## config.mk

```make
export PLATFORM = sky130hd
export DESIGN_NAME = result_drain
export DESIGN_NICKNAME = d
export VERILOG_FILES = /design/src/verilog/postadd_pkg.sv /design/src/verilog/result_drain.sv
export SDC_FILE = /design/constraint.sdc
export NUM_CORES = 1
export LEC_CHECK = 0
export BUFFER_PORTS_ARGS = -buffer_cell sky130_fd_sc_hd__buf_4
export CORE_AREA = 2 2 364 366
export CTS_CLUSTER_DIAMETER = 40
export CTS_CLUSTER_SIZE = 28
export DETAILED_ROUTE_END_ITERATION = 8
export DIE_AREA = 0 0 366 368
export PLACE_DENSITY_LB_ADDON = 0.1
export SLEW_MARGIN = 30
export SYNTH_ARGS = -nofsm -noshare
export SYNTH_HDL_FRONTEND = slang
export SYNTH_SLANG_ARGS = --single-unit
```

## constraint.sdc

```tcl
create_clock -name clk -period 9.15 [get_ports clk]
set_clock_uncertainty 0.05 [all_clocks]
set_input_delay 0.915 -clock clk [delete_from_list [all_inputs] [get_ports clk]]
set_output_delay 0.915 -clock clk [all_outputs]
set_load 0.02 [all_outputs]
```

## src/verilog/postadd_pkg.sv

```systemverilog
package postadd_pkg;

    //////////////////////////////////////////////////////////////////////
    // Field geometry
    //////////////////////////////////////////////////////////////////////

    // Four 16-bit limbs per polynomial
    localparam int LIMBS      = 4;
    localparam int VAL_W      = 16;

    // Short unsigned carry on multiplier products
    localparam int CARRY_L1_W = 2;

    // Long signed carry inside the accumulators
    localparam int CARRY_L3_W = 8;

    // Normalized result, value is taken modulo 2^72
    localparam int ACC_W      = LIMBS * VAL_W + CARRY_L3_W;

    // Lane and register file sizes
    localparam int LANES      = 3;
    localparam int DEPTH      = 3;
    localparam int ADDR_W     = 2;

    // 2^64 - 59
    localparam logic [LIMBS*VAL_W-1:0] MOD_P = 64'hFFFF_FFFF_FFFF_FFC5;

    //////////////////////////////////////////////////////////////////////
    // Redundant limb types
    //////////////////////////////////////////////////////////////////////

    // Input limb, value = val + carry * 2^16
    typedef struct packed {
        logic [CARRY_L1_W-1:0] carry;
        logic [VAL_W-1:0]      val;
    } limb_l1_t;

    // Accumulator limb, carry is two's complement
    typedef struct packed {
        logic [CARRY_L3_W-1:0] carry;
        logic [VAL_W-1:0]      val;
    } limb_l3_t;

    // Limb 0 is the least significant
    typedef limb_l1_t [LIMBS-1:0] poly_l1_t;
    typedef limb_l3_t [LIMBS-1:0] poly_l3_t;

    // One lane's register file
    typedef poly_l3_t [DEPTH-1:0] lane_bank_t;

    // Modulus split into limbs with zero carries
    localparam poly_l3_t MOD_POLY = {
        8'h00, MOD_P[63:48],
        8'h00, MOD_P[47:32],
        8'h00, MOD_P[31:16],
        8'h00, MOD_P[15:0]
    };

    //////////////////////////////////////////////////////////////////////
    // Lane commands
    //////////////////////////////////////////////////////////////////////

    // Applied to the addressed entry
    typedef enum logic [2:0] {
        op_hold        = 3'd0,
        op_load        = 3'd1,
        op_add         = 3'd2,
        op_sub_from_in = 3'd3,
        op_sub_in      = 3'd4,
        op_neg_mod     = 3'd5
    } acc_op_e;

    typedef struct packed {
        acc_op_e           op;
        logic [ADDR_W-1:0] addr;
    } lane_cmd_t;

    // Index is the lane number
    typedef lane_cmd_t [LANES-1:0] lane_cmd_vec_t;

endpackage

```

## src/verilog/result_drain.sv

```systemverilog
`timescale 1ns/100ps

module result_drain (
    input  logic                                          clk,
    input  logic                                          rstn,
    input  postadd_pkg::lane_bank_t [postadd_pkg::LANES-1:0] lane_entries,
    input  logic                                          rd_en,
    input  logic [postadd_pkg::ADDR_W-1:0]                rd_lane,
    input  logic [postadd_pkg::ADDR_W-1:0]                rd_addr,
    output logic [postadd_pkg::ACC_W-1:0]                 out_value,
    output logic                                          out_valid
);

    // Stage 1, chosen entry still in limb form
    postadd_pkg::poly_l3_t pick;
    postadd_pkg::poly_l3_t pick_q;
    logic                  pick_valid;

    // Stage 2 input, full-width integer
    logic [postadd_pkg::ACC_W-1:0] norm;

    // Limb value placed at its weight
    function automatic logic [postadd_pkg::ACC_W-1:0] place_val(
        input logic [postadd_pkg::VAL_W-1:0] v,
        input int                            i
    );
        logic [postadd_pkg::ACC_W-1:0] w;
        w = '0;
        w[postadd_pkg::VAL_W-1:0] = v;
        return w << (postadd_pkg::VAL_W * i);
    endfunction

    // Signed carry placed one limb higher
    function automatic logic [postadd_pkg::ACC_W-1:0] place_carry(
        input logic [postadd_pkg::CARRY_L3_W-1:0] c,
        input int                                 i
    );
        logic [postadd_pkg::ACC_W-1:0] w;
        w = {{(postadd_pkg::ACC_W - postadd_pkg::CARRY_L3_W){c[postadd_pkg::CARRY_L3_W-1]}}, c};
        return w << (postadd_pkg::VAL_W * (i + 1));
    endfunction

    // Out-of-range lane or address reads zero
    always_comb begin
        pick = '0;
        if (rd_lane < postadd_pkg::LANES && rd_addr < postadd_pkg::DEPTH) begin
            pick = lane_entries[rd_lane][rd_addr];
        end
    end

    always_ff @(posedge clk) begin
        if (!rstn) begin
            pick_valid <= 1'b0;
        end else begin
            pick_valid <= rd_en;
        end
    end

    always_ff @(posedge clk) begin
        if (rd_en) begin
            pick_q <= pick;
        end
    end

    //////////////////////////////////////////////////////////////////////
    // Carry resolve
    //////////////////////////////////////////////////////////////////////

    // Negative carries borrow through the whole width, modulo 2^72
    always_comb begin
        norm = '0;
        for (int i = 0; i < postadd_pkg::LIMBS; i++) begin
            norm = norm + place_val(pick_q[i].val, i) + place_carry(pick_q[i].carry, i);
        end
    end

    always_ff @(posedge clk) begin
        if (!rstn) begin
            out_valid <= 1'b0;
        end else begin
            out_valid <= pick_valid;
        end
    end

    always_ff @(posedge clk) begin
        if (pick_valid) begin
            out_value <= norm;
        end
    end

    // Read requests from outside stay inside the lane array
    a_rd_range: assert property (
        @(posedge clk) disable iff (!rstn)
        rd_en |-> (rd_lane < postadd_pkg::LANES && rd_addr < postadd_pkg::DEPTH)
    ) else $error("result_drain: read lane %0d addr %0d", rd_lane, rd_addr);

endmodule

```

==> results of run 1 <==
## state kept, by name, indices dropped and copies added (netlist names)
name and flops:
out_valid 1, out_value 72, pick_q 96, pick_valid 1
## cells in the mapped netlist, types with 5 or more instances
master and instances:
o221ai_1 63, nor2b_1 5, a21oi_1 59, nor2_1 87
nor3_1 7, a221oi_1 36, buf_1 18, a21o_1 22
nand3_1 9, o31a_1 62, and3_1 69, nand2_1 135
fa_1 43, and4_1 5, o21ai_0 343, o211ai_1 34
nand4_1 9, o22ai_1 226, xor2_1 19, o21bai_1 48
edfxtp_1 168, ha_1 103, a31oi_1 10, clkbuf_1 170
inv_1 93, xnor2_1 31
## per-stage QoR
stage | cell area (um^2) | power (mW) | setup WS (ns)
6_report | 25800 | 4.67 | 1.82
5_1_grt | 25800 | 5.05 | 1.20
4_1_cts | 25800 | 4.79 | 1.63
3_5_place_dp | 25200 | 3.92 | 1.66
3_3_place_gp | 25200 | 3.93 | 1.78
2_1_floorplan | 16200 | 2.71 | 2.71
## worst max-delay path by stage
stage,endpoint,startpoint,slack [ns]
final,out_value[71],pick_q[23],1.82
after floorplan,out_value[71],pick_q[23],2.71
after CTS,out_value[71],pick_q[23],1.63
after global placement,out_value[71],pick_q[23],1.78
after global routing,out_value[71],pick_q[23],1.20
after detailed placement,out_value[71],pick_q[23],1.66
## per-layer routing
metal / wire length, um / vias up / track usage [%] / part of all wire, %
met3: 9610 / 86 / 6.07 / 7.0
met2: 63600 / 684 / 31.9 / 46
met4: 806 / 40 / 2.19 / 0.58
met1: 63700 / 9866 / 26.6 / 46
li1: - / 9012 / - / -
met5: 245 / - / 0 / 0.18
## worst max-delay path: cells and delay by family, from the launching register on
family / cells / cell delay, ns
AOI/OAI and AO/OA: 12 / 2.77
adders and majority gates: 4 / 1.56
xor gates and xnor gates: 3 / 0.99
DFF: 1 / 0.90
buffers and inverters: 3 / 0.80
## report_power, final
group          internal, mW  switching [mW]
Clock                 0.402           0.421
Sequential             1.11          0.0755
Combinational          1.10            1.55
Total                  2.62            2.05
## layout by cell type, fill, tap and decap left out, types with 48 or more instances in the layout
| cell type | instances |
|---|---|
| nand2_1 | 134 |
| o21ai_0 | 343 |
| a21oi_1 | 59 |
| and3_1 | 69 |
| o22ai_1 | 226 |
| edfxtp_1 | 168 |
| nor2_1 | 86 |
| o31a_1 | 62 |
| ha_1 | 103 |
| inv_1 | 91 |
| o221ai_1 | 63 |
| buf_4 | 968 |
| o21bai_1 | 48 |
## cell families (layout without fill, tap and decap cells)
group | count (synthesis) | after routing | synth area share [%]
flip-flops | 170 | 170 | 31.3
buffers and inverters | 284 | 1102 | 6.57
XOR/XNOR | 51 | 51 | 2.83
AO/OA/AOI/OAI | 929 | 929 | 36.5
other | 0 | 5 | 0
adder cells (fa/ha/maj) | 146 | 146 | 13.2
AND/OR/NAND/NOR | 338 | 338 | 9.59
## final cells by class
| type | instances | area (um^2) |
|---|---|---|
| diodes | 5 | 12.5 |
| well taps | 1755 | 2200 |
| fillers | 14866 | 105000 |
| flip-flops and latches | 170 | 5090 |
| multi-input cells | 1464 | 10100 |
| clock buffers | 17 | 425 |
| repair buffers | 975 | 7380 |
| clock inverters | 15 | 218 |
| inverters | 95 | 374 |
==> impl_metrics.toml, run 1 <==
[worst_setup_path]
r2r-start = "pick_q[23]"
reg2regPathDepth = 22
critPathMaxStageDelay_ns = 0.90
crit_path_cell_trace = "inv_1 -> buf_4 -> fa_1 -> inv_1 -> ha_1 -> ha_1 -> a21o_1 -> a31oi_1 -> o21ai_0 -> o31ai_1 -> o41ai_2 -> a311oi_1 -> o21ai_2 -> xnor2_1 -> ha_1 -> a21o_1 -> a21oi_1 -> o21bai_1 -> a21oi_1 -> o21ai_0 -> xor2_1 -> xnor3_1"
critPathSlowestCell = "edfxtp_1"
ff2ff_setup_slack_ns = 1.82
reg2reg_to = "out_value[71]"
critPathKind = "reg -> reg"
cp_common_cell = "ha_1"
cp_data_required_time_ns = 9.35
cp.arrival_ns = 7.53
worst-path-max-fanout = 15
worstSetupStartpointType = "flip-flop"
worst_setup_path_end_kind = "flip-flop"

[pwr]
p_leak_nw = 10.9
ir_drop_v = 0.000103
powerDensity_mw_per_mm2 = 181

[global_routing]
first_global_vias = 20508
grt_max_degree = 162
antenna_found_initial = 49
track_usage_pct = 19.8
overflow = 0
grt_pass1_wl_um = 185000

[logic_synthesis]
syn_area_per_cell_um2 = 8.47
synth_edf_count = 168
synth-seq-area-share_pct = 31.3
ys_async_sr_fraction_pct = 0
yosysWarnings = 0
synth_top_area_cell = "edfxtp_1"
synth_flop_cell = "edfxtp_1"
synthesis.area_mm2 = 0.0162
yosys-top-cells-area = "edfxtp_1, o21ai_0, o22ai_1"
syn_nets = 2935
synthCells = 1918
synth_top_area_share_pct = 31.1
ys_ff_latch = 170
synth.distinct_cells = 58

[clock_tree]
root_buffer = "clkbuf_16"
cts_setup_buffers = 0
htreeDepth = 4
clk_path_buf_depth = 2
holdBufCountCts = 0
ctsResizeCount = 0
clk_pin_slew_ns = 0.08
cts_sinks = 170
worstSkewPairLatency_ns = 0.51
cts_tree = "yes"
cts_buffers = 17

[timing]
hold_viol = 0
whs_ns = 0.380
finalSetupViolCount = 0
rsz0062_at_grt = "no"
period_needed_ns = 7.33
max_freq_mhz = 136
fin_crit_sh_pct = 80.1
worst_slew_pin_slew_ns = 0.993
slew_viol_final = 0
fin_tns_setup_ns = 0
slew-limit-headroom_pct = 33.1

[route]
drc = 0
drt-pass1-iter-count = 5
routedWlPerCell_um = 30.7
viasPerCell = 4.38
drtIter0Drc = 1323
vias = 19688
routed_wl_um = 138000
drt.antenna.violating_nets = 0

[hold_path]
hold_class = "reg -> reg"
hold_path_end = "out_value[10]"
hp-start = "pick_q[10]"
min_path_cells = 0

[cells_and_area]
final_nets = 3740
stdcell_count = 4496
syn_to_final_growth_pct = 58.9
drive_above_1_share_pct = 37.4
final_util_pct = 19.7

[floorplan]
core_mm2 = 0.131
io_pins = 944
die_y_um = 368
die_w_um = 366
die_area_mm2 = 0.135
start_util_pct = 12.4
num_rows = 133

[placement]
placed_cells = 4459
gp_congestion = 0.922
port_buffers = 943
dpl.hpwl_um = 116000

[run]
drv_cap = 0

[outcome]
status = "finished, final reports clean"
Note: power is estimated with default switching activity, not from simulation.
==> inputs of run 2 (changes only) <==
--- a/config.mk
+++ b/config.mk
@@ -6,11 +6,11 @@
 export NUM_CORES = 1
 export LEC_CHECK = 0
 export BUFFER_PORTS_ARGS = -buffer_cell sky130_fd_sc_hd__buf_4
-export CORE_AREA = 2 2 364 366
+export CORE_AREA = 2 2 363 365
 export CTS_CLUSTER_DIAMETER = 40
 export CTS_CLUSTER_SIZE = 28
 export DETAILED_ROUTE_END_ITERATION = 8
-export DIE_AREA = 0 0 366 368
+export DIE_AREA = 0 0 365 367
 export PLACE_DENSITY_LB_ADDON = 0.1
 export SLEW_MARGIN = 30
 export SYNTH_ARGS = -nofsm -noshare
==> constraint.sdc (replaced) <==
create_clock -name clk -period 6.05 [get_ports clk]
set_clock_uncertainty 0.05 [all_clocks]
set_input_delay 0.605 -clock clk [delete_from_list [all_inputs] [get_ports clk]]
set_output_delay 0.605 -clock clk [all_outputs]
set_load 0.02 [all_outputs]
==> run 2 against run 1 <==
Against the previous run: non-clock buffer count increased by 33; routed wire length increased by 0.29%; final cell count increased by 0.93%; cell area increased by 1.0%; sequential share of layout area decreased by 0.20 points; clock power increased by 42%; clock-buffer cell count unchanged; hold slack got worse by 0.13 ns; global-route usage increased by 0.16 points; sequential power increased by 51%; combinational power increased by 57%; critical path type unchanged; largest power group unchanged; core utilization increased by 0.25 points.
==> impl_metrics.toml, run 2 (same netlist as run 1, synthesis figures left out) <==
[pwr]
p_leak_nw = 11.0
powerDensity_mw_per_mm2 = 274
power_mw = 7.16
ir_drop_v = 0.000239

[cells_and_area]
final_nets = 3773
multi_input_area_mm2 = 0.0102
final_area_mm2 = 0.0261
n_fill_cell = 14844
largest_registers = "pick_q (96), out_value (72)"
final_common_cell = "buf_4"
largest_register = "pick_q"
drive_above_1_share_pct = 38.7
syn_to_final_growth_pct = 60.6
largest_reg_flops = 96
regArea_mm2 = 0.00509
final_cell_mix = "buf_4, o21ai_0, o22ai_1"
final_util_pct = 20.0

[route]
drt-pass1-iter-count = 5
vias = 19967
viasPerCell = 4.40
drc = 0
routed_wl_um = 138000
drt.antenna.violating_nets = 0
routedWlPerCell_um = 30.5
drtIter0Drc = 1243

[floorplan]
die_y_um = 367
die_area_mm2 = 0.134
num_rows = 133
start_util_pct = 12.4
core_mm2 = 0.130
die_w_um = 365
io_pins = 944

[placement]
place_area_mm2 = 0.0254
dpl.hpwl_um = 118000
dp_slack_ns = 0.0911
gp_congestion = 0.900
port_buffers = 943

[global_routing]
grt_pass1_wl_um = 182000
track_usage_pct = 20.0
grt_max_degree = 103
antenna_found_initial = 74
overflow = 0
first_global_vias = 20787

[timing]
slew_viol_final = 0
period_needed_ns = 5.69
finalSetupViolCount = 0
hold_viol = 0
fin_crit_sh_pct = 94.1
slew-limit-headroom_pct = 25.4
worst_slack_ns = 0.360
worst_slew_pin_slew_ns = 1.12
max_freq_mhz = 176
whs_ns = 0.252

[worst_setup_path]
cpLargestDelayFamily = "compound AO/OA/AOI/OAI gates"
worst_setup_path_end_kind = "flip-flop"
crit_path_end = "out_value[71]"
cp.arrival_ns = 5.89
worst-path-max-fanout = 10
reg2reg_to = "out_value[71]"
r2r-start = "pick_q[23]"
worst-path-stages = 21
critPathSlowestCell = "fa_1"
critPathMaxStageDelay_ns = 0.60
worstSetupStartpointType = "flip-flop"
critPathKind = "reg -> reg"
crit_path_cell_trace = "buf_4 -> buf_4 -> fa_1 -> buf_4 -> fa_1 -> ha_1 -> a21oi_1 -> o21ai_0 -> a31oi_1 -> o41ai_4 -> a311oi_2 -> o21ai_2 -> xnor2_4 -> ha_1 -> a21o_1 -> a21oi_2 -> o21bai_1 -> a21oi_2 -> o21ai_1 -> xor2_1 -> xnor3_1"
ff2ff_setup_slack_ns = 0.36
reg2regPathDepth = 21
cp_data_required_time_ns = 6.25
cp_common_cell = "buf_4"
critPathLaunch = "pick_q[23]"
critPathBufInv = 3

[clock_tree]
htreeDepth = 4
cts_tree = "yes"
holdBufCountCts = 0
clk_path_buf_depth = 2
clk_pin_slew_ns = 0.09
cts_sinks = 170
root_buffer = "clkbuf_16"
cts_buffers = 17
worstSkewPairLatency_ns = 0.52

[hold_path]
min_path_cells = 2
hold_class = "in -> reg"

[run]
drv_cap = 0

[outcome]
status = "finished, final reports clean"
-- run 2: power breakdown --
group	internal [mW]	leakage (nW)	switching, mW	total, mW
registers	1.68	1.62	0.112	1.80
clock network	0.549	0.285	0.626	1.17
logic	1.78	9.10	2.40	4.18
total	4.01	11.0	3.14	7.16
-- run 2: worst reg2reg max path, stage by stage, from the launching register on --
cell      delay, ns
edfxtp_1       0.49
buf_4          0.18
buf_4          0.16
fa_1           0.60
buf_4          0.22
fa_1           0.44
ha_1           0.38
a21oi_1        0.22
o21ai_0        0.12
a31oi_1        0.25
o41ai_4        0.16
a311oi_2       0.37
o21ai_2        0.15
xnor2_4        0.29
ha_1           0.29
a21o_1         0.17
a21oi_2        0.17
o21bai_1       0.10
a21oi_2        0.16
o21ai_1        0.09
xor2_1         0.16
xnor3_1        0.22
-- run 2: layout make-up --
| cell class | instances | share of cell area, % |
|---|---|---|
| Clock buffer | 17 | 1.63 |
| Clock inverter | 15 | 0.595 |
| Tap cell | 1755 | 8.42 |
| Antenna cell | 14 | 0.134 |
| Timing Repair Buffer | 1008 | 29.2 |
| Sequential cell | 170 | 19.5 |
| Inverter | 95 | 1.45 |
| Multi-Input combinational cell | 1464 | 39.1 |
-- run 2: worst min-delay path by stage --
| stage | start | end |
|---|---|---|
| 6_report | rstn | out_valid |
| 5_1_grt | rstn | out_valid |
| 4_1_cts | rstn | out_valid |
| 3_5_place_dp | pick_q[13] | out_value[13] |
| 3_3_place_gp | pick_q[14] | out_value[14] |
| 2_1_floorplan | pick_q[0] | out_value[0] |
-- run 2: metal layers --
metal	vias to the layer above	share of wire, %	wire [um]	track usage, %
met5	-	0.20	276	0
met4	46	1.1	1480	2.87
met3	126	7.6	10500	5.84
met2	810	48	66300	33.7
met1	9886	43	59800	25.5
li1	9099	-	-	-
-- run 2: what timing repair did --
item	in CTS	in global routing
endpoints found under the setup margin	0	3
gates resized for setup	0	9
setup buffers	0	3
-- run 2: through the flow --
stage               cells  setup TNS, ns
finish               4538              0
global route         4530      -0.000354
CTS                  4521              0
detailed placement   4489              0
global placement     4487              0
floorplan            1918              0
