==> src/verilog/postadd_pkg.sv <==
package postadd_pkg;

    //////////////////////////////////////////////////////////////////////
    // Field geometry
    //////////////////////////////////////////////////////////////////////

    // Four 16-bit limbs per polynomial
    localparam int LIMBS      = 4;
    localparam int VAL_W      = 16;

    // Short unsigned carry on multiplier products
    localparam int CARRY_L1_W = 2;

    // Long signed carry inside the accumulators
    localparam int CARRY_L3_W = 8;

    // Normalized result, value is taken modulo 2^72
    localparam int ACC_W      = LIMBS * VAL_W + CARRY_L3_W;

    // Lane and register file sizes
    localparam int LANES      = 3;
    localparam int DEPTH      = 3;
    localparam int ADDR_W     = 2;

    // 2^64 - 59
    localparam logic [LIMBS*VAL_W-1:0] MOD_P = 64'hFFFF_FFFF_FFFF_FFC5;

    //////////////////////////////////////////////////////////////////////
    // Redundant limb types
    //////////////////////////////////////////////////////////////////////

    // Input limb, value = val + carry * 2^16
    typedef struct packed {
        logic [CARRY_L1_W-1:0] carry;
        logic [VAL_W-1:0]      val;
    } limb_l1_t;

    // Accumulator limb, carry is two's complement
    typedef struct packed {
        logic [CARRY_L3_W-1:0] carry;
        logic [VAL_W-1:0]      val;
    } limb_l3_t;

    // Limb 0 is the least significant
    typedef limb_l1_t [LIMBS-1:0] poly_l1_t;
    typedef limb_l3_t [LIMBS-1:0] poly_l3_t;

    // One lane's register file
    typedef poly_l3_t [DEPTH-1:0] lane_bank_t;

    // Modulus split into limbs with zero carries
    localparam poly_l3_t MOD_POLY = {
        8'h00, MOD_P[63:48],
        8'h00, MOD_P[47:32],
        8'h00, MOD_P[31:16],
        8'h00, MOD_P[15:0]
    };

    //////////////////////////////////////////////////////////////////////
    // Lane commands
    //////////////////////////////////////////////////////////////////////

    // Applied to the addressed entry
    typedef enum logic [2:0] {
        op_hold        = 3'd0,
        op_load        = 3'd1,
        op_add         = 3'd2,
        op_sub_from_in = 3'd3,
        op_sub_in      = 3'd4,
        op_neg_mod     = 3'd5
    } acc_op_e;

    typedef struct packed {
        acc_op_e           op;
        logic [ADDR_W-1:0] addr;
    } lane_cmd_t;

    // Index is the lane number
    typedef lane_cmd_t [LANES-1:0] lane_cmd_vec_t;

endpackage

==> src/verilog/operand_stage.sv <==
`timescale 1ns/100ps

module operand_stage (
    input  logic                                clk,
    input  logic                                rstn,
    input  postadd_pkg::poly_l1_t               in_poly,
    input  postadd_pkg::lane_cmd_vec_t          cmds,
    input  logic                                rd_en,
    input  logic [postadd_pkg::ADDR_W-1:0]      rd_lane,
    input  logic [postadd_pkg::ADDR_W-1:0]      rd_addr,
    output postadd_pkg::poly_l3_t               operand,
    output postadd_pkg::lane_cmd_vec_t          cmds_q,
    output logic                                rd_en_q,
    output logic [postadd_pkg::ADDR_W-1:0]      rd_lane_q,
    output logic [postadd_pkg::ADDR_W-1:0]      rd_addr_q
);

    // Input polynomial with long carries
    postadd_pkg::poly_l3_t widened;

    // Carries are unsigned here, so zero fill keeps the value
    always_comb begin
        for (int i = 0; i < postadd_pkg::LIMBS; i++) begin
            widened[i].val   = in_poly[i].val;
            widened[i].carry = {
                {(postadd_pkg::CARRY_L3_W - postadd_pkg::CARRY_L1_W){1'b0}},
                in_poly[i].carry
            };
        end
    end

    //////////////////////////////////////////////////////////////////////
    // Broadcast register
    //////////////////////////////////////////////////////////////////////

    // Commands and read strobe
    always_ff @(posedge clk) begin
        if (!rstn) begin
            for (int l = 0; l < postadd_pkg::LANES; l++) begin
                cmds_q[l].op   <= postadd_pkg::op_hold;
                cmds_q[l].addr <= '0;
            end
            rd_en_q <= 1'b0;
        end else begin
            cmds_q  <= cmds;
            rd_en_q <= rd_en;
        end
    end

    // Operand and read address, qualified by the fields above
    always_ff @(posedge clk) begin
        operand   <= widened;
        rd_lane_q <= rd_lane;
        rd_addr_q <= rd_addr;
    end

endmodule

==> config.mk <==
export PLATFORM = sky130hd
export DESIGN_NAME = operand_stage
export DESIGN_NICKNAME = d
export VERILOG_FILES = /design/src/verilog/postadd_pkg.sv /design/src/verilog/operand_stage.sv
export SDC_FILE = /design/constraint.sdc
export NUM_CORES = 1
export LEC_CHECK = 0
export BUFFER_PORTS_ARGS = -buffer_cell sky130_fd_sc_hd__buf_4
export CAP_MARGIN = 20
export CORE_AREA = 2 2 82 84
export DETAILED_ROUTE_END_ITERATION = 8
export DIE_AREA = 0 0 84 86
export PLACE_DENSITY_LB_ADDON = 0.25
export SETUP_SLACK_MARGIN = 0.15
export SYNTH_ARGS = -nofsm -noshare
export SYNTH_HDL_FRONTEND = slang
export SYNTH_SLANG_ARGS = --single-unit
==> constraint.sdc <==
create_clock -name clk -period 0.8 [get_ports clk]
set_input_delay 0.16 -clock clk [delete_from_list [all_inputs] [get_ports clk]]
set_output_delay 0.16 -clock clk [all_outputs]
set_load 0.02 [all_outputs]
==> results of run 1 <==
-- cells by family after synthesis --
| kind of cell | count (synthesis) | synth area share (%) |
|---|---|---|
| AND/OR/NAND/NOR | 16 | 5.35 |
| buffers and inverters | 25 | 8.90 |
| other | 1 | 0.174 |
| flip-flops | 92 | 85.6 |
-- cells in the mapped netlist --
cell type / n / share of area, %
buf_4: 24 / 8.4
and2_2: 12 / 4.2
and2_1: 4 / 1.2
dfxtp_1: 92 / 86
conb_1: 1 / 0.17
buf_6: 1 / 0.52
-- power groups by stage --
stage / sequential, mW / combinational, mW / clock (mW)
final: 5.01 / 1.71 / 3.20
after floorplan: 5.31 / 0.227 / 0
after detailed placement: 5.00 / 1.20 / 0
after global placement: 4.99 / 1.19 / 0
after CTS: 4.98 / 1.66 / 3.23
after global routing: 5.02 / 1.77 / 3.47
-- routing by layer --
| metal | up-vias | wire [µm] |
|---|---|---|
| met5 | - | 0 |
| met4 | 0 | 181 |
| met3 | 15 | 910 |
| met2 | 110 | 5000 |
| met1 | 933 | 3090 |
| li1 | 899 | - |
-- registers in the layout, indices dropped and copies added, names as in the netlist --
name       count
rd_en_q        1
cmds_q        15
operand       72
rd_addr_q      2
rd_lane_q      2
-- layout make-up --
| type | count | area [µm²] | area share, % |
|---|---|---|---|
| flip-flops and latches | 92 | 1960 | 39.4 |
| clock inverters | 6 | 71.3 | 1.44 |
| well taps | 77 | 96.3 | 1.94 |
| multi-input cells | 40 | 205 | 4.13 |
| repair buffers | 261 | 2490 | 50.3 |
| diodes | 1 | 2.50 | 0.0504 |
| clock buffers | 10 | 138 | 2.77 |
-- repair_timing --
action                                  CTS  global route
endpoints found under the setup margin   92            92
hold endpoints to repair                 76             0
gates resized for setup                 184             0
hold buffers                             76             0
-- final timing paths --
check | to
setup / recovery | operand[8]
hold / removal | cmds_q[0]$_SDFF_PN0_
-- metrics by stage --
step,instance area (µm²),setup TNS [ps],instances,utilization [%]
5_1_grt,4960,-17820,487,79.1
3_3_place_gp,3530,0,394,56.3
3_5_place_dp,3530,0,394,56.3
6_report,4960,-15120,487,79.1
4_1_cts,4960,-15530,486,79.1
2_1_floorplan,2240,0,157,-
-- layout by cell type, fill, tap and decap left out, drive strengths merged --
master / n
inv: 1
clkinvlp: 2
clkinv: 2
bufinv: 1
diode: 1
conb: 24
clkbuf: 10
dfxtp: 92
and2: 16
dlygate4sd3: 76
buf: 185
==> impl_metrics.csv, run 1 <==
group,metric,value,unit
timing,whs,21.0,ps
detailed_routing,drtIter0Drc,53,
floorplanning,die_w,84,µm
min_path,hold_class,"in2reg",
global_route,grt_first_pass_wirelength,13100,µm
setup_path,worstSetupPathType,"reg2out",
setup_path,path_depth,1,
floorplanning,num_rows,29,
timing,max_freq,999,MHz
setup_path,cp-startpoint,"operand[8]$_DFF_P_",
setup_path,critPathTopFamily,"flip-flops",
global_route,antenna_found_initial,1,
placed_design,dp_slack,170,ps
floorplanning,die_h,86,µm
pwr,power_density,2000,mW/mm²
setup_path,timing.critical_path.arrival,840,ps
cts,root_buffer,"clkbuf_8",
pwr,intPower,7.42,mW
pwr,vdd_drop_max,1790,µV
pwr,p_leak,2.33,nW
setup_path,crit_path_max_incr_delay,360,ps
cts,clockBufferDepth,2,
global_route,grt_max_degree,17,
detailed_routing,first_pass_iters,4,
setup_path,end_kind,"primary output",
global_route,use_met2,47.0,%
detailed_routing,wirelength,9180,µm
finish,area_growth,131,%
cts,clk_pin_slew,100,ps
cts,cts_made_buffers,9,
job,drv_cap,0,
setup_path,cp.required,640,ps
logic_synthesis,synthCells,134,
pwr,swShare,25.2,%
detailed_routing,ant_nets,0,
min_path,min_from,"cmds[0]",
cts,cts.sinks,92,
pwr,combPwrFrac,17.3,%
timing,setup-violations-final,92,
finish,drive_gt1_share,74.6,%
finish,nNetsFinal,498,
logic_synthesis,syn_area_per_cell,16.1,µm²
global_route,grt.overflow.total,0,
detailed_routing,drc,0,
timing,period_share,125,%
timing,final-hold-violation-count,0,
global_route,grt_pass1_vias,2135,
cts,cts_tree,"done",
finish,n_fill_cell,299,
cts,cts_setup_buffers,0,
logic_synthesis,synth-seq-cells,92,
run_status,run_status,"finished with violations",
timing,fin_ws,-201,ps
timing,post-route-min-period,1000,ps
pwr,p_seq_share,50.4,%
logic_synthesis,ys_seq_area_share,85.6,%
placed_design,numPortBuffers,185,
pwr,pwr-share-clk,32.3,%
placed_design,place_hpwl,4960,µm
pwr,power.total,9.92,mW
setup_path,cp_cell_sequence,"buf_6",
detailed_routing,vias,1957,
floorplanning,dieArea,0.00722,mm²
setup_path,crit_fanout,1,
timing,slew_viol_final,0,
global_route,grt.busiest_layer,"met2",
min_path,whs_path_depth,2,
logic_synthesis,synthesis.area,0.00215,mm²
detailed_routing,vias_per_cell,4.02,
timing,rsz0062_at_grt,"yes",
placed_design,gp_congestion,0.755,
global_route,grt_usage,25.4,%
setup_path,crit_buf_inv,1,
detailed_routing,wire_per_inst,18.8,µm
global_route,global_route.usage.met1,24.3,%
logic_synthesis,ys_warn_count,0,
setup_path,startpoint_type,"flop",
cts,h-tree-depth,3,
pwr,switching_power,2.50,mW
run_status,violations,"negative setup slack",
logic_synthesis,yosysUniqueCellTypes,6,
global_route,gr-usage-met3,13.0,%
floorplanning,initial_utilization,34.3,%
floorplanning,io_pins,210,
floorplanning,core_area,0.00628,mm²
setup_path,cp_slowest_cell,"dfxtp_2",
Power figures use the tool's default switching activity.
==> inputs of run 2 (changes only) <==
Settings changed: BUFFER_PORTS_ARGS -buffer_cell sky130_fd_sc_hd__buf_4 to unset, CORE_AREA 2 2 82 84 to 2 2 81 83, DIE_AREA 0 0 84 86 to 0 0 83 85, DONT_BUFFER_PORTS set to 1.
==> run 2 against run 1 <==
Compared with the run above:
- the flow still finishes with violations (negative setup slack)
- first-iteration DRC count is 91% lower
- sequential share of layout area is 21 points higher
- combinational power is 70% lower
- setup slack better by 97 ps
- critical endpoint unchanged
- largest power group unchanged
==> impl_metrics.csv, run 2 (synthesized netlist as in run 1, its figures left out) <==
group,metric,value,unit
timing,period_share,113,%
finish,antennaDiodeCount,0,
setup_path,worstSetupPathType,"reg2out",
setup_path,end_kind,"primary output",
setup_path,timing.critical_path.arrival,740,ps
timing,slew_viol_final,0,
detailed_routing,first_pass_iters,2,
detailed_routing,drc,0,
finish,fin_cells,318,
setup_path,startpoint_type,"flop",
detailed_routing,wire_per_inst,18.3,µm
placed_design,dpl-instance-area,0.00214,mm²
job,drv_cap,0,
floorplanning,num_rows,29,
cts,clk_pin_slew,90,ps
placed_design,place_hpwl,3320,µm
detailed_routing,vias_per_cell,3.99,
min_path,whs_path_depth,2,
global_route,grt.overflow.total,0,
timing,post-route-min-period,904,ps
pwr,power_density,2350,mW/mm²
finish,final_area,0.00361,mm²
floorplanning,initial_utilization,34.7,%
pwr,p_leak,1.45,nW
finish,top_regs,"operand: 72 flops, cmds_q: 15 flops",
global_route,grt_pass1_vias,1426,
finish,final_common_cell,"dfxtp_4",
timing,rsz0062_at_grt,"yes",
min_path,hold_class,"in2reg",
cts,cts.sinks,92,
floorplanning,io_pins,210,
setup_path,crit_fanout,1,
timing,max_freq,1110,MHz
floorplanning,die_w,83,µm
finish,area_growth,67.8,%
placed_design,numPortBuffers,0,
floorplanning,core_area,0.00620,mm²
pwr,vdd_drop_max,1280,µV
cts,h-tree-depth,3,
cts,cts_setup_buffers,0,
detailed_routing,vias,1268,
timing,tns,-8220,ps
global_route,grt_first_pass_wirelength,8540,µm
detailed_routing,drtIter0Drc,5,
global_route,antenna_found_initial,0,
cts,cts_tree,"done",
finish,drive_gt1_share,49.4,%
floorplanning,dieArea,0.00706,mm²
detailed_routing,wirelength,5810,µm
placed_design,dp_cells,209,
cts,clockBufferDepth,2,
timing,fin_ws,-104,ps
run_status,run_status,"finished with violations",
finish,nNetsFinal,330,
placed_design,dp_slack,211,ps
min_path,holdPathEnd,"cmds_q[14]$_SDFF_PN0_",
finish,final_cell_mix,"dfxtp_4 (92), dlygate4sd3_1 (91), conb_1 (24)",
cts,cts_made_buffers,9,
timing,setup-violations-final,92,
pwr,power.total,8.49,mW
global_route,grt_usage,16.7,%
run_status,violations,"negative setup slack",
global_route,grt_max_degree,17,
setup_path,cp.required,640,ps
cts,root_buffer,"clkbuf_8",
finish,largest_register_ffs,72,
min_path,min_from,"cmds[14]",
floorplanning,die_h,85,µm
timing,final-hold-violation-count,0,
finish,top_register,"operand",
detailed_routing,ant_nets,0,
placed_design,gp_congestion,0.714,
## run 2: cell count changes in the layout (fill, tap and decap cells not counted), moves of 2 or more
cell            before  now
dfxtp_4              0   92
buf_6               92    0
dlygate4sd3_1       76   91
dfxtp_2             92    0
buf_4               93    0
dlymetal6s4s_1       0    2
## run 2: what timing repair did
| action | CTS | global route |
|---|---|---|
| hold buffers | 93 | 0 |
| endpoints found under the setup margin | 92 | 102 |
| resized for setup | 184 | 2 |
| hold endpoints to repair | 92 | 0 |
## run 2: how the worst max path moves through the flow
stage          slack (ps)  depth (start not counted)            startpoint          end
2_1_floorplan         240                          0  cmds_q[0]$_SDFF_PN0_    cmds_q[0]
3_3_place_gp          210                          0   operand[24]$_DFF_P_  operand[24]
3_5_place_dp          210                          0   operand[32]$_DFF_P_  operand[32]
4_1_cts              -120                          0   operand[56]$_DFF_P_  operand[56]
5_1_grt              -150                          0   operand[88]$_DFF_P_  operand[88]
6_report             -100                          0    operand[8]$_DFF_P_   operand[8]
## run 2: area by class of cell
| cell class | count | area [µm²] |
|---|---|---|
| clock buffers | 11 | 141 |
| clock inverters | 5 | 45.0 |
| fillers | 441 | 2590 |
| multi-input cells | 40 | 205 |
| flip-flops and latches | 92 | 2190 |
| well taps | 77 | 96.3 |
| repair buffers | 93 | 936 |
## run 2: layer usage
metal	part of all wire (%)	GRT usage, %	up-vias
li1	-	-	561
met1	30	14.6	578
met2	59	32.3	116
met3	9.4	7.10	13
met4	2.1	8.20	0
met5	0	0	-
## run 2: stage by stage
stage / utilization, % / hold WS [ps]
global placement: 34.5 / 188
detailed placement: 34.5 / 188
CTS: 58.1 / 325
floorplan: - / 188
finish: 58.2 / 157
global route: 58.2 / 162
## run 2: power by group
| part | total (mW) | internal, mW | switching, mW |
|---|---|---|---|
| clock network | 2.84 | 1.26 | 1.58 |
| registers | 5.13 | 4.71 | 0.425 |
| logic | 0.519 | 0.329 | 0.190 |
| total | 8.49 | 6.29 | 2.20 |
==> inputs of run 3 (changes only) <==
Settings changed: ABC_AREA set to 1, CORE_AREA 2 2 81 83 to unset, CORE_UTILIZATION set to 35, DIE_AREA 0 0 83 85 to unset.
==> run 3 against run 2 <==
Compared with the run above:
- the flow still finishes with violations (negative setup slack)
- maximum frequency rose by 0.38%
- flip-flop and latch count did not move
- die area fell by 6.8%
- core utilization rose by 2.9 points
- wire length fell by 4.9%
- clock power rose by 18%
- critical path type unchanged
- critical endpoint is now rd_addr_q[1]
- largest power group unchanged
==> impl_metrics.csv, run 3 <==
group,metric,value,unit
cts,cts_tree,"done",
cts,clk_pin_slew,90,ps
detailed_routing,ant_nets,0,
timing,period_share,113,%
finish,area_growth,67.1,%
global_route,grt_pass1_vias,1294,
floorplanning,die_h,81.1,µm
pwr,p_leak,1.55,nW
cts,clockBufferDepth,2,
pwr,power.total,8.99,mW
pwr,pwr-share-clk,37.2,%
finish,fin_util,61.1,%
detailed_routing,drtIter0Drc,18,
setup_path,crit_fanout,1,
placed_design,dpl-instance-area,0.00216,mm²
logic_synthesis,ys_seq_area_share,84.1,%
logic_synthesis,synthCells,151,
cts,h-tree-depth,3,
global_route,grt_first_pass_wirelength,7170,µm
detailed_routing,wirelength,5520,µm
floorplanning,io_pins,210,
logic_synthesis,synthesis.area,0.00219,mm²
floorplanning,initial_utilization,36.5,%
logic_synthesis,synth_ff_type,"dfxtp_1",
global_route,antenna_found_initial,0,
detailed_routing,vias_per_cell,3.87,
floorplanning,core_area,0.00599,mm²
finish,antennaDiodeCount,0,
global_route,grt.overflow.total,0,
setup_path,cp.required,640,ps
setup_path,timing.critical_path.arrival,740,ps
min_path,hold_class,"in2reg",
logic_synthesis,synth_edf_count,0,
timing,post-route-min-period,901,ps
finish,top_regs,"operand: 72 flops, cmds_q: 15 flops",
pwr,combPwrFrac,5.7,%
finish,final_area,0.00366,mm²
floorplanning,dieArea,0.00658,mm²
logic_synthesis,yosysUniqueCellTypes,8,
placed_design,numPortBuffers,0,
cts,root_buffer,"clkbuf_8",
global_route,grt_max_degree,17,
logic_synthesis,ys_warn_count,0,
pwr,swShare,24.4,%
placed_design,dp_slack,198,ps
logic_synthesis,synth_largest_area_cell,"dfxtp_1",
logic_synthesis,async_flop_share,0,%
logic_synthesis,synth_common_cells,"dfxtp_1 (92), buf_4 (24), inv_1 (16)",
cts,cts_made_buffers,9,
detailed_routing,vias,1285,
finish,fin_cells,332,
finish,drive_gt1_share,44.0,%
timing,max_freq,1110,MHz
placed_design,gp_congestion,0.601,
timing,whs,351,ps
run_status,run_status,"finished with violations",
placed_design,place_hpwl,3060,µm
floorplanning,num_rows,28,
timing,rsz0062_at_grt,"yes",
pwr,power_density,2460,mW/mm²
setup_path,end_kind,"primary output",
placed_design,dp_cells,223,
finish,largest_register_ffs,72,
detailed_routing,first_pass_iters,4,
cts,cts_setup_buffers,0,
timing,setup-violations-final,92,
logic_synthesis,synth_top_area_share,84.1,%
setup_path,worstSetupPathType,"reg2out",
logic_synthesis,syn_area_per_cell,14.5,µm²
pwr,switching_power,2.19,mW
pwr,vdd_drop_max,1420,µV
timing,slew_viol_final,0,
timing,fin_ws,-101,ps
pwr,p_seq_share,57.1,%
detailed_routing,drc,0,
timing,tns,-7960,ps
finish,nNetsFinal,346,
logic_synthesis,synth.area.top_cells,"dfxtp_1 (84%), buf_4 (8.2%), inv_1 (2.7%)",
run_status,violations,"negative setup slack",
setup_path,startpoint_type,"flop",
finish,top_register,"operand",
global_route,grt_usage,16.1,%
logic_synthesis,synth-seq-cells,92,
cts,cts.sinks,92,
finish,final_cell_mix,"dfxtp_4 (92), dlygate4sd3_1 (92), conb_1 (24)",
detailed_routing,wire_per_inst,16.6,µm
pwr,intPower,6.80,mW
floorplanning,die_w,81.1,µm
job,drv_cap,0,
timing,final-hold-violation-count,0,
logic_synthesis,yosysMostFrequentCell,"dfxtp_1",
==> run 3: changes by cell type in the layout (fill, tap and decap cells not counted), sizes merged <==
cell,previous run,this run
dlygate4sd3,91,92
clkbuf,11,9
clkinv,2,3
inv,2,17
bufinv,0,2
nand2,0,16
and2,16,0
dlymetal6s4s,2,1
==> run 3: path summary, 6_finish.rpt <==
| kind | from | to | slack (ps) | cells past startpoint |
|---|---|---|---|---|
| max | rd_addr_q[1]$_DFF_P_ | rd_addr_q[1] | -100 | 0 |
| min | rstn | cmds_q[1]$_SDFF_PN0_ | 350 | 3 |
==> run 3: repair_timing <==
action | CTS | global route
setup endpoints to repair | 92 | 102
resized for setup | 184 | 1
pin swaps | 0 | 0
hold endpoints to repair | 92 | 0
hold buffers | 93 | 0
==> run 3: power by group through the flow <==
stage | combinational (mW) | clock [mW] | sequential, mW
6_report | 0.513 | 3.35 | 5.13
3_3_place_gp | 0.132 | 0 | 5.36
2_1_floorplan | 0.244 | 0 | 5.31
4_1_cts | 0.502 | 3.42 | 5.13
5_1_grt | 0.550 | 3.69 | 5.16
3_5_place_dp | 0.135 | 0 | 5.36
==> run 3: area by class of cell <==
type,count,area [µm²]
clock buffers,9,124
clock inverters,7,98.8
fillers,455,2330
inverters,16,60.1
multi-input cells,40,163
flip-flops and latches,92,2190
well taps,75,93.8
repair buffers,93,933
==> run 3: per-layer routing <==
layer	wire, µm	track usage [%]
met3	598	8.09
met2	3320	33.0
met4	35	5.89
met5	0	0
met1	1570	12.4
==> run 3: cells by family after synthesis <==
| group | Yosys count | synth area share, % |
|---|---|---|
| DFF | 92 | 84.1 |
| buffers and inverters | 42 | 12.4 |
| and+or+nand+nor | 16 | 3.31 |
| other | 1 | 0.171 |
