File: config.mk
export PLATFORM = sky130hd
export DESIGN_NAME = acc_lane
export DESIGN_NICKNAME = d
export VERILOG_FILES = /design/src/verilog/postadd_pkg.sv /design/src/verilog/redundant_adder.sv /design/src/verilog/acc_lane.sv
export SDC_FILE = /design/constraint.sdc
export NUM_CORES = 1
export LEC_CHECK = 0
export ABC_AREA = 1
export BUFFER_PORTS_ARGS = -buffer_cell sky130_fd_sc_hd__buf_2
export CAP_MARGIN = 40
export CORE_ASPECT_RATIO = 0.5
export CORE_MARGIN = 2
export CORE_UTILIZATION = 42
export CTS_BUF_LIST = sky130_fd_sc_hd__clkbuf_2
export DETAILED_ROUTE_END_ITERATION = 12
export GPL_TIMING_DRIVEN = 0
export PLACE_DENSITY_LB_ADDON = 0.2
export SLEW_MARGIN = 5
export SYNTH_ARGS = -nofsm -noshare
export SYNTH_HDL_FRONTEND = slang
export SYNTH_SLANG_ARGS = --single-unit
File: constraint.sdc
create_clock -name clk -period 8.4 [get_ports clk]
set_input_delay 0.84 -clock clk [delete_from_list [all_inputs] [get_ports clk]]
set_output_delay 0.84 -clock clk [all_outputs]
set_load 0.05 [all_outputs]
File: src/verilog/postadd_pkg.sv
package postadd_pkg;

    //////////////////////////////////////////////////////////////////////
    // Field geometry
    //////////////////////////////////////////////////////////////////////

    // Four 16-bit limbs per polynomial
    localparam int LIMBS      = 4;
    localparam int VAL_W      = 16;

    // Short unsigned carry on multiplier products
    localparam int CARRY_L1_W = 2;

    // Long signed carry inside the accumulators
    localparam int CARRY_L3_W = 8;

    // Normalized result, value is taken modulo 2^72
    localparam int ACC_W      = LIMBS * VAL_W + CARRY_L3_W;

    // Lane and register file sizes
    localparam int LANES      = 3;
    localparam int DEPTH      = 3;
    localparam int ADDR_W     = 2;

    // 2^64 - 59
    localparam logic [LIMBS*VAL_W-1:0] MOD_P = 64'hFFFF_FFFF_FFFF_FFC5;

    //////////////////////////////////////////////////////////////////////
    // Redundant limb types
    //////////////////////////////////////////////////////////////////////

    // Input limb, value = val + carry * 2^16
    typedef struct packed {
        logic [CARRY_L1_W-1:0] carry;
        logic [VAL_W-1:0]      val;
    } limb_l1_t;

    // Accumulator limb, carry is two's complement
    typedef struct packed {
        logic [CARRY_L3_W-1:0] carry;
        logic [VAL_W-1:0]      val;
    } limb_l3_t;

    // Limb 0 is the least significant
    typedef limb_l1_t [LIMBS-1:0] poly_l1_t;
    typedef limb_l3_t [LIMBS-1:0] poly_l3_t;

    // One lane's register file
    typedef poly_l3_t [DEPTH-1:0] lane_bank_t;

    // Modulus split into limbs with zero carries
    localparam poly_l3_t MOD_POLY = {
        8'h00, MOD_P[63:48],
        8'h00, MOD_P[47:32],
        8'h00, MOD_P[31:16],
        8'h00, MOD_P[15:0]
    };

    //////////////////////////////////////////////////////////////////////
    // Lane commands
    //////////////////////////////////////////////////////////////////////

    // Applied to the addressed entry
    typedef enum logic [2:0] {
        op_hold        = 3'd0,
        op_load        = 3'd1,
        op_add         = 3'd2,
        op_sub_from_in = 3'd3,
        op_sub_in      = 3'd4,
        op_neg_mod     = 3'd5
    } acc_op_e;

    typedef struct packed {
        acc_op_e           op;
        logic [ADDR_W-1:0] addr;
    } lane_cmd_t;

    // Index is the lane number
    typedef lane_cmd_t [LANES-1:0] lane_cmd_vec_t;

endpackage

File: src/verilog/redundant_adder.sv
`timescale 1ns/100ps

module redundant_adder (
    input  logic                  sub,
    input  postadd_pkg::poly_l3_t x,
    input  postadd_pkg::poly_l3_t y,
    output postadd_pkg::poly_l3_t z
);

    // Per-limb sum, three guard bits over the value field
    logic signed [postadd_pkg::VAL_W+2:0] term [postadd_pkg::LIMBS];

    // Limb value as a positive term
    function automatic logic signed [postadd_pkg::VAL_W+2:0] ext_val(
        input logic [postadd_pkg::VAL_W-1:0] v
    );
        return $signed({3'b000, v});
    endfunction

    // Sign extended carry
    function automatic logic signed [postadd_pkg::VAL_W+2:0] ext_carry(
        input logic [postadd_pkg::CARRY_L3_W-1:0] c
    );
        return $signed({
            {(postadd_pkg::VAL_W + 3 - postadd_pkg::CARRY_L3_W){c[postadd_pkg::CARRY_L3_W-1]}},
            c
        });
    endfunction

    function automatic logic signed [postadd_pkg::VAL_W+2:0] addsub(
        input logic signed [postadd_pkg::VAL_W+2:0] a,
        input logic signed [postadd_pkg::VAL_W+2:0] b,
        input logic                                 s
    );
        return s ? (a - b) : (a + b);
    endfunction

    always_comb begin
        // Limb 0 has nothing coming in from below
        term[0] = addsub(ext_val(x[0].val), ext_val(y[0].val), sub);

        // Carries of limb i-1 carry weight 2^(16*i), fold them into limb i
        for (int i = 1; i < postadd_pkg::LIMBS; i++) begin
            term[i] = addsub(ext_val(x[i].val), ext_val(y[i].val), sub)
                    + addsub(ext_carry(x[i-1].carry), ext_carry(y[i-1].carry), sub);
        end

        // Split each term into low value bits and a small signed carry
        for (int i = 0; i < postadd_pkg::LIMBS; i++) begin
            z[i].val   = term[i][postadd_pkg::VAL_W-1:0];
            z[i].carry = {
                {(postadd_pkg::CARRY_L3_W - 3){term[i][postadd_pkg::VAL_W+2]}},
                term[i][postadd_pkg::VAL_W+2:postadd_pkg::VAL_W]
            };
        end

        // Top carries stay at weight 2^64
        // wrapping at 8 bits is exact modulo 2^72
        z[postadd_pkg::LIMBS-1].carry = z[postadd_pkg::LIMBS-1].carry
            + (sub ? (x[postadd_pkg::LIMBS-1].carry - y[postadd_pkg::LIMBS-1].carry)
                   : (x[postadd_pkg::LIMBS-1].carry + y[postadd_pkg::LIMBS-1].carry));
    end

endmodule

File: src/verilog/acc_lane.sv
`timescale 1ns/100ps

module acc_lane (
    input  logic                    clk,
    input  logic                    rstn,
    input  postadd_pkg::poly_l3_t   operand,
    input  postadd_pkg::lane_cmd_t  cmd,
    output postadd_pkg::lane_bank_t entries
);

    // Entry under the current address, before this cycle's write
    postadd_pkg::poly_l3_t cur_entry;

    // Adder operands and result
    postadd_pkg::poly_l3_t add_x;
    postadd_pkg::poly_l3_t add_y;
    postadd_pkg::poly_l3_t sum;
    logic                  add_sub;
    logic                  wr_en;

    // Unused address 3 reads as zero
    assign cur_entry = (cmd.addr < postadd_pkg::DEPTH) ? entries[cmd.addr] : '0;

    //////////////////////////////////////////////////////////////////////
    // Opcode decode
    //////////////////////////////////////////////////////////////////////

    always_comb begin
        // Default is 0 + entry
        add_x   = '0;
        add_y   = cur_entry;
        add_sub = 1'b0;
        wr_en   = 1'b1;
        case (cmd.op)
            // 0 + in
            postadd_pkg::op_load: begin
                add_y = operand;
            end
            // in + entry
            postadd_pkg::op_add: begin
                add_x = operand;
            end
            // in - entry
            postadd_pkg::op_sub_from_in: begin
                add_x   = operand;
                add_sub = 1'b1;
            end
            // entry - in
            postadd_pkg::op_sub_in: begin
                add_x   = cur_entry;
                add_y   = operand;
                add_sub = 1'b1;
            end
            // P - entry
            postadd_pkg::op_neg_mod: begin
                add_x   = postadd_pkg::MOD_POLY;
                add_sub = 1'b1;
            end
            // Hold and the spare codes
            default: begin
                wr_en = 1'b0;
            end
        endcase
        if (cmd.addr >= postadd_pkg::DEPTH) begin
            wr_en = 1'b0;
        end
    end

    redundant_adder redundant_adder_i (
        .sub (add_sub),
        .x   (add_x),
        .y   (add_y),
        .z   (sum)
    );

    //////////////////////////////////////////////////////////////////////
    // Register file
    //////////////////////////////////////////////////////////////////////

    // Entries start at zero
    always_ff @(posedge clk) begin
        if (!rstn) begin
            entries <= '0;
        end else if (wr_en) begin
            entries[cmd.addr] <= sum;
        end
    end

    // Upstream never addresses the spare slot with a live op
    a_cmd_addr: assert property (
        @(posedge clk) disable iff (!rstn)
        (cmd.op != postadd_pkg::op_hold) |-> (cmd.addr < postadd_pkg::DEPTH)
    ) else $error("acc_lane: op %0d on address %0d", cmd.op, cmd.addr);

endmodule

==> implementation parameters, run 1 <==
Parameter                              Value

CTS
  Clock insertion delay at the later pin of the skew report ... 1.10 ns
  TritonCTS clock tree ... yes
  Root buffer cell ... sky130_fd_sc_hd__clkbuf_2
  Number of clock sinks seen by CTS ... 240
  Number of H-tree levels ... 2
  Maximum buffer depth of the clock tree ... 3
  Clock-pin slew on the worst setup and hold paths ... 0.13 ns
  Inserted Clock Buffers ... 57

Final layout
  Registers with the most flip-flops ... entries: 240 flops
  Largest register FFs ... 240
  Register containing the most flip-flops in the final layout ... entries
  Count of nets after finishing ... 4,602
  Area taken by multi-input logic gates ... 0.0151 mm²
  Syn-to-layout area delta ... 16.5%
  Area occupied by registers ... 0.00480 mm²
  Fill cell total of the finished layout ... 6,063
  Fraction of layout cells with a size suffix above 1 ... about 15%

Critical path
  Critical Path RT ... 9.40 ns
  Number of cells on the worst reg-to-reg path ... 32
  Worst Setup EP ... entries[282]$_SDFFE_PN0P_
  Type of element launching the critical path ... input port
  Endpoint arrival time on the critical path ... 9.33 ns
  Source of the worst register-to-register timing path ... entries[256]$_SDFFE_PN0P_
  Critical path class ... in -> reg
  Worst stage delay on the critical path ... 0.64 ns
  Crit. Startpoint ... cmd[3]
  Kind of end point of the critical path ... flop
  Worst-path maximum fanout ... 10
  Worst R2R End ... entries[282]$_SDFFE_PN0P_
  Setup slack of the most critical reg-to-reg path ... 0.75 ns
  Standard cell with the maximum stage delay on the critical path ... sky130_fd_sc_hd__a211oi_2

GRT
  Global-route usage over all layers ... 40.1%
  Wire length of the first global-routing pass ... 171,000 µm
  Gr ovfl total ... 0
  Pin count of the biggest net entering global routing ... 16
  Vias in the first global route ... 25,500
  Antenna violations before repair ... 11

STA
  Max-slew violations ... 0
  Worst slew margin relative to its limit ... between 30% and 40%
  Setup repair after global routing missed its margin ... false
  Post-Route Skew ... roughly 0.085 ns
  Number of hold violations in the final report ... 0
  Setup TNS ... 0 ns
  Final period utilization ... about 99%
  Time the final worst path needs with I/O delays and setup ... 8.33 ns
  Measured slew at the worst slew-check pin ... a little over 1 ns
  Finish-stage setup viols ... 0
  Achievable frequency ... 120 MHz

Yosys
  Biggest area contributors in the synthesized netlist ... sky130_fd_sc_hd__dfxtp_1 20%, sky130_fd_sc_hd__ha_1 12%, sky130_fd_sc_hd__nand2_1 11%
  Post-synthesis cell type count ... 56
  Cell type contributing the most total cell area after synthesis ... sky130_fd_sc_hd__dfxtp_1
  Mapped Area ... 0.0236 mm²
  Share of flip-flops with an asynchronous set or reset ... 0%
  Post-synthesis sequential area ratio ... 20.4%
  Fraction of post-synthesis cell area in the top cell type by area ... 20.4%
  Number of flip-flops and latches in the synthesized netlist ... 240
  Net count after synthesis ... between 4,000 and 5,000
  Count of flip-flops with a built-in enable after synthesis ... 0
  Commonest register cell after synthesis ... sky130_fd_sc_hd__dfxtp_1
  Total of warnings raised by yosys ... 0
  Synthesized area per cell ... about 6.2 µm²
  Number of standard cells after synthesis ... about 3,800

Route
  Antenna-violating nets left ... 0
  Initial detailed-routing violation count ... about 3,600
  Total routed wirelength ... 121,000 µm
  Remaining routing DRC violations ... 0
  Detail-routed net length per standard cell ... 23.9 µm
  Vias after detailed routing ... about 29,000
  First-pass iteration count of the detailed router ... 8
  Routed vias/inst ... 5.66

Floorplanning
  Area of the core ... 0.0555 mm²
  Starting Density ... 42.5%
  Die ar. ... 0.0581 mm²
  Die Span X ... roughly 340 µm
  Count of standard-cell rows ... 61
  Die height ... 171 µm
  Ports ... 391

Worst hold path
  Critical hold path startpoint ... entries[220]$_SDFFE_PN0P_
  Class of the tightest hold or removal check ... reg -> reg
  Worst hold path cell count ... 2

Power
  Leakage power summed over all cells ... 15.1 nW
  Largest vdd supply drop ... 0.000161 V
  Power density over cell area ... 277 mW/mm²
  Power, Total ... 7.60 mW

Placed design
  Global placer's final weighted congestion ... 1.06
  Detail Placement HPWL ... 98,500 µm
  Count of input and output buffers ... 389

Job
  MaxCap Viol Count ... 0

Outcome
  Status ... finished clean
final cells by class:
class / instances / area share [%]
Tap cell: 756 / 3.45
Clock buffer: 83 / 1.51
Antenna cell: 6 / 0.0547
Inverter: 677 / 9.27
Clock inverter: 21 / 0.611
Timing Repair Buffer: 425 / 8.52
Multi-Input combinational cell: 2638 / 55.1
Sequential cell: 240 / 17.5
Buffer: 222 / 3.96
worst max-delay path, delay by kind of cell:
kind            cells  cell delay (ns)
compound gates     10             2.45
buf+inv            10             2.07
simple gates        6             0.94
xor+xnor            4             1.33
fa+ha+maj           4             1.66
cells by family (layout without fill, tap and decap cells):
logic type	after synthesis	after routing	share of synthesized area, %
DFF	240	240	20.4
other	0	6	0
xor gates and xnor gates	139	139	5.17
and+or+nand+nor	1200	1200	21.1
buffers and inverters	899	1428	15.4
adders and majority gates	238	238	13.1
AOI/OAI and AO/OA	1060	1060	24.7
muxes	1	1	0.0425
report_power, final:
group	total, mW	internal, mW	switching (mW)
Clock	0.910	0.361	0.549
Sequential	1.36	1.25	0.111
Combinational	5.33	1.45	3.87
cells in the mapped netlist, types with 8 or more instances:
| master | number |
|---|---|
| sky130_fd_sc_hd__xor2_1 | 104 |
| sky130_fd_sc_hd__nand2_1 | 670 |
| sky130_fd_sc_hd__nand3b_1 | 13 |
| sky130_fd_sc_hd__buf_1 | 26 |
| sky130_fd_sc_hd__buf_2 | 24 |
| sky130_fd_sc_hd__clkbuf_1 | 115 |
| sky130_fd_sc_hd__a21o_1 | 19 |
| sky130_fd_sc_hd__o211ai_1 | 41 |
| sky130_fd_sc_hd__ha_1 | 222 |
| sky130_fd_sc_hd__inv_1 | 666 |
| sky130_fd_sc_hd__a21oi_1 | 369 |
| sky130_fd_sc_hd__a31oi_1 | 16 |
| sky130_fd_sc_hd__o21bai_1 | 17 |
| sky130_fd_sc_hd__o31ai_1 | 9 |
| sky130_fd_sc_hd__nor3_1 | 14 |
| sky130_fd_sc_hd__nand3_1 | 161 |
| sky130_fd_sc_hd__inv_2 | 9 |
| sky130_fd_sc_hd__fa_1 | 16 |
| sky130_fd_sc_hd__a22oi_1 | 8 |
| sky130_fd_sc_hd__dfxtp_1 | 240 |
| sky130_fd_sc_hd__o221ai_1 | 35 |
| sky130_fd_sc_hd__buf_4 | 55 |
| sky130_fd_sc_hd__a21boi_0 | 13 |
| sky130_fd_sc_hd__xnor2_1 | 35 |
| sky130_fd_sc_hd__nor2_1 | 281 |
| sky130_fd_sc_hd__o21ai_1 | 31 |
| sky130_fd_sc_hd__o21ai_0 | 472 |
| sky130_fd_sc_hd__nand4_1 | 25 |
how the worst min path moves through the flow:
stage                                            to  slack (ns)
after floorplan           entries[220]$_SDFFE_PN0P_        0.69
after global placement    entries[220]$_SDFFE_PN0P_        0.46
after detailed placement  entries[220]$_SDFFE_PN0P_        0.47
after CTS                  entries[96]$_SDFFE_PN0P_        0.47
after global routing      entries[220]$_SDFFE_PN0P_        0.52
final                     entries[220]$_SDFFE_PN0P_        0.48
through the flow:
step | utilization [%] | setup slack, ns | hold WS [ns] | area (µm²) | instances
after floorplan | - | 2.00 | 0.692 | 23600 | 3777
after global placement | 47.7 | -2.38 | 0.463 | 26500 | 4922
after detailed placement | 48.4 | -0.603 | 0.469 | 26800 | 4957
after CTS | 49.4 | 0.477 | 0.471 | 27400 | 5061
after global routing | 49.4 | 0.0370 | 0.515 | 27400 | 5063
final | 49.5 | 0.0697 | 0.482 | 27400 | 5068
routing by layer:
layer	share of wire, %	GRT usage, %	vias to the layer above
met5	0.032	0	-
met4	3.0	12.2	6
met3	14	12.8	249
met2	39	55.9	1679
met1	45	57.7	13500
li1	-	-	13200
cell usage in the layout, fill, tap and decap left out, drive strengths merged, types with 166 or more instances in the layout:
cell and instances:
ha 222, a21oi 369, buf 531, nand3 166, inv 676, o21ai 508
dfxtp 240, clkbuf 199, nor2 286, nand2 678
what timing repair did:
item | 4_1_cts | 5_1_grt
setup endpoints to repair | 0 | 1
gates resized for setup | 0 | 1
buffers inserted | 0 | 0
hold buffers | 0 | 0
No activity file was read; power rests on OpenSTA's default activity.
==> inputs of run 2 (changes only) <==
--- a/config.mk
+++ b/config.mk
@@ -9,7 +9,6 @@
 export BUFFER_PORTS_ARGS = -buffer_cell sky130_fd_sc_hd__buf_2
 export CAP_MARGIN = 40
 export CORE_ASPECT_RATIO = 0.5
-export CORE_MARGIN = 2
 export CORE_UTILIZATION = 42
 export CTS_BUF_LIST = sky130_fd_sc_hd__clkbuf_2
 export DETAILED_ROUTE_END_ITERATION = 12
==> run 2 against run 1 <==
  * Clock power fell by 0.7%
  * Die area fell by 1.7%
  * Sequential share of layout area barely moved
  * Global-route usage rose by 1.6 points
  * Clock skew rose by 0.12 ns
  * Register-to-register slack got worse by 0.20 ns
  * First-iteration DRC count fell by 1.7%
  * Maximum frequency rose by 0.63%
  * Combinational power rose by 1%
  * Cell count fell by 0.39%
  * Setup slack improved by 0.052 ns
  * Clock-buffer cell count did not move
  * Critical endpoint is now entries[186]$_SDFFE_PN0P_
  * Largest cell class unchanged
  * Largest power group unchanged
  * Highest routed layer unchanged
==> implementation parameters, run 2 (synthesis gave the netlist of run 1 again) <==
Parameter                              Value

CTS
  Hold buffers post-CTS ... 0 (unchanged)
  Maximum buffer depth of the clock tree ... 3 (unchanged)
  Clock insertion delay at the later pin of the skew report ... 1.23 ns (+0.13 ns)
  Number of clock sinks seen by CTS ... 240 (unchanged)
  Inserted Clock Buffers ... 59 (+3.5%)
  Clock-pin slew on the worst setup and hold paths ... 0.22 ns (+0.09 ns)
  Number of H-tree levels ... 2 (unchanged)
  Post_cts resized ... 0 (unchanged)
  Root buffer cell ... sky130_fd_sc_hd__clkbuf_2
  TritonCTS clock tree ... yes
  Buffers inserted during post-CTS setup optimization ... 0 (unchanged)

STA
  Achievable frequency ... 121 MHz (+0.63%)
  Final hold slack ... 0.465 ns (-0.0169 ns)
  Post-Route Skew ... 0.208 ns (+0.123 ns)
  Worst slew margin relative to its limit ... 27.3% (-5.3 points)
  Post-layout worst setup margin ... 0.122 ns (+0.0519 ns)
  Finish-stage setup viols ... 0 (unchanged)
  Final period utilization ... 98.6% (-0.62 points)
  Number of hold violations in the final report ... 0 (unchanged)
  Time the final worst path needs with I/O delays and setup ... 8.28 ns (-0.0519 ns)
  Setup repair after global routing missed its margin ... false
  Setup TNS ... 0 ns (unchanged)
  Measured slew at the worst slew-check pin ... 1.08 ns (+0.0686 ns)
  Max-slew violations ... 0 (unchanged)

Route
  Routed vias/inst ... 5.69 (+0.53%)
  Initial detailed-routing violation count ... 3,513 (-1.7%)
  Detail-routed net length per standard cell ... 24.4 µm (+2.1%)
  Total routed wirelength ... 123,000 µm (+1.7%)
  Remaining routing DRC violations ... 0 (unchanged)
  First-pass iteration count of the detailed router ... 9 (+1)
  Vias after detailed routing ... 28,700 (+0.13%)
  Antenna-violating nets left ... 0 (unchanged)

Placed design
  Setup slack at placement ... -0.818 ns (-0.215 ns)
  Detail Placement HPWL ... 100,000 µm (+1.9%)
  Global placer's final weighted congestion ... 1.04 (-2.5%)
  Count of input and output buffers ... 389 (unchanged)
  Area after detailed placement ... 0.0269 mm² (+0.19%)

Floorplanning
  Die ar. ... 0.0571 mm² (-1.7%)
  Ports ... 391 (unchanged)
  Count of standard-cell rows ... 60 (-1.6%)
  Die height ... 169 µm (-1.2%)
  Area of the core ... 0.0546 mm² (-1.6%)
  Starting Density ... 43.2% (+0.71 points)
  Die Span X ... 337 µm (-0.59%)

Final layout
  Area taken by multi-input logic gates ... 0.0151 mm² (about the same)
  Leading cell type in the layout, fill and taps excluded ... sky130_fd_sc_hd__nand2_1
  Syn-to-layout area delta ... 16.4% (about the same)
  Largest register FFs ... 240 (unchanged)
  Register containing the most flip-flops in the final layout ... entries
  Fraction of layout cells with a size suffix above 1 ... 14.9% (+0.041 points)
  Count of nets after finishing ... 4,607 (+0.11%)
  Fill cell total of the finished layout ... 5,837 (-3.7%)
  Leading cell types in the layout, fill and taps excluded ... 670 x sky130_fd_sc_hd__nand2_1, 666 x sky130_fd_sc_hd__inv_1, 471 x sky130_fd_sc_hd__o21ai_0
  Area occupied by registers ... 0.00480 mm² (unchanged)
  Final instance area ... 0.0274 mm² (about the same)
  Registers with the most flip-flops ... entries: 240 flops

GRT
  Gr ovfl total ... 0 (unchanged)
  Antenna violations before repair ... 7 (-4)
  Wire length of the first global-routing pass ... 171,000 µm (+0.51%)
  Global-route usage over all layers ... 41.6% (+1.6 points)
  Vias in the first global route ... 25,100 (-1.6%)
  Pin count of the biggest net entering global routing ... 17 (+1)

Power
  Leakage power summed over all cells ... 15.1 nW (about the same)
  Largest vdd supply drop ... 0.000156 V (-3.0%)
  Power density over cell area ... 279 mW/mm² (+0.95%)

Critical path
  Worst-path maximum fanout ... 10 (unchanged)
  Critical path class ... in -> reg
  Standard cell with the maximum stage delay on the critical path ... sky130_fd_sc_hd__a211oi_2
  Critical Path RT ... 9.39 ns (about the same)
  Type of element launching the critical path ... input port
  Most frequent CP cell ... sky130_fd_sc_hd__o21ai_0
  Endpoint arrival time on the critical path ... 9.26 ns (-0.07 ns)
  Worst stage delay on the critical path ... 0.59 ns (-0.05 ns)
  Kind of end point of the critical path ... flop

Outcome
  Status ... finished clean

Worst hold path
  Class of the tightest hold or removal check ... in -> reg

Job
  MaxCap Viol Count ... 0 (unchanged)
==> run 2: worst max-delay path, delay by kind of cell <==
family	cells	cell delay, ns
compound gates	11	2.69
simple gates	3	0.72
fa+ha+maj	4	1.75
buf+inv	11	2.11
xor+xnor	3	1.11
==> run 2: where the power goes <==
part	internal (mW)	switching, mW	leakage [nW]
Clock	0.325	0.579	0.394
Sequential	1.25	0.110	1.97
Combinational	1.46	3.94	12.7
Total	3.03	4.63	15.1
==> run 2: area by class of cell <==
| class | count | area share, % |
|---|---|---|
| inverters | 677 | 9.28 |
| well taps | 744 | 3.39 |
| plain buffers | 222 | 3.96 |
| clock inverters | 13 | 0.392 |
| multi-input cells | 2638 | 55.2 |
| diodes | 3 | 0.0274 |
| flip-flops and latches | 240 | 17.5 |
| clock buffers | 83 | 1.51 |
| repair buffers | 428 | 8.73 |
==> run 2: stage by stage <==
step | utilization (%) | instances | power [mW]
finish | 50.2 | 5048 | 7.66
global placement | 48.4 | 4910 | 6.37
global route | 50.2 | 5046 | 8.05
detailed placement | 49.3 | 4949 | 6.48
floorplan | - | 3777 | 4.61
CTS | 50.2 | 5045 | 7.38
==> run 2: final timing paths <==
path,startpoint,cells past startpoint,slack [ns],endpoint
min,rstn,6,0.47,entries[134]$_SDFFE_PN0P_
max reg2reg,entries[256]$_SDFFE_PN0P_,32,0.55,entries[186]$_SDFFE_PN0P_
max,cmd[3],32,0.12,entries[186]$_SDFFE_PN0P_
min reg2reg,entries[268]$_SDFFE_PN0P_,2,0.53,entries[268]$_SDFFE_PN0P_
==> run 2: routing by layer <==
layer / routed length [µm] / up-vias / share of wire, % / global-route usage, %
met2: 47100 / 1715 / 38 / 56.6
met5: 46 / - / 0.037 / 0
li1: - / 13200 / - / -
met1: 53700 / 13500 / 44 / 58.7
met3: 18600 / 244 / 15 / 17.4
met4: 3620 / 4 / 2.9 / 11.9
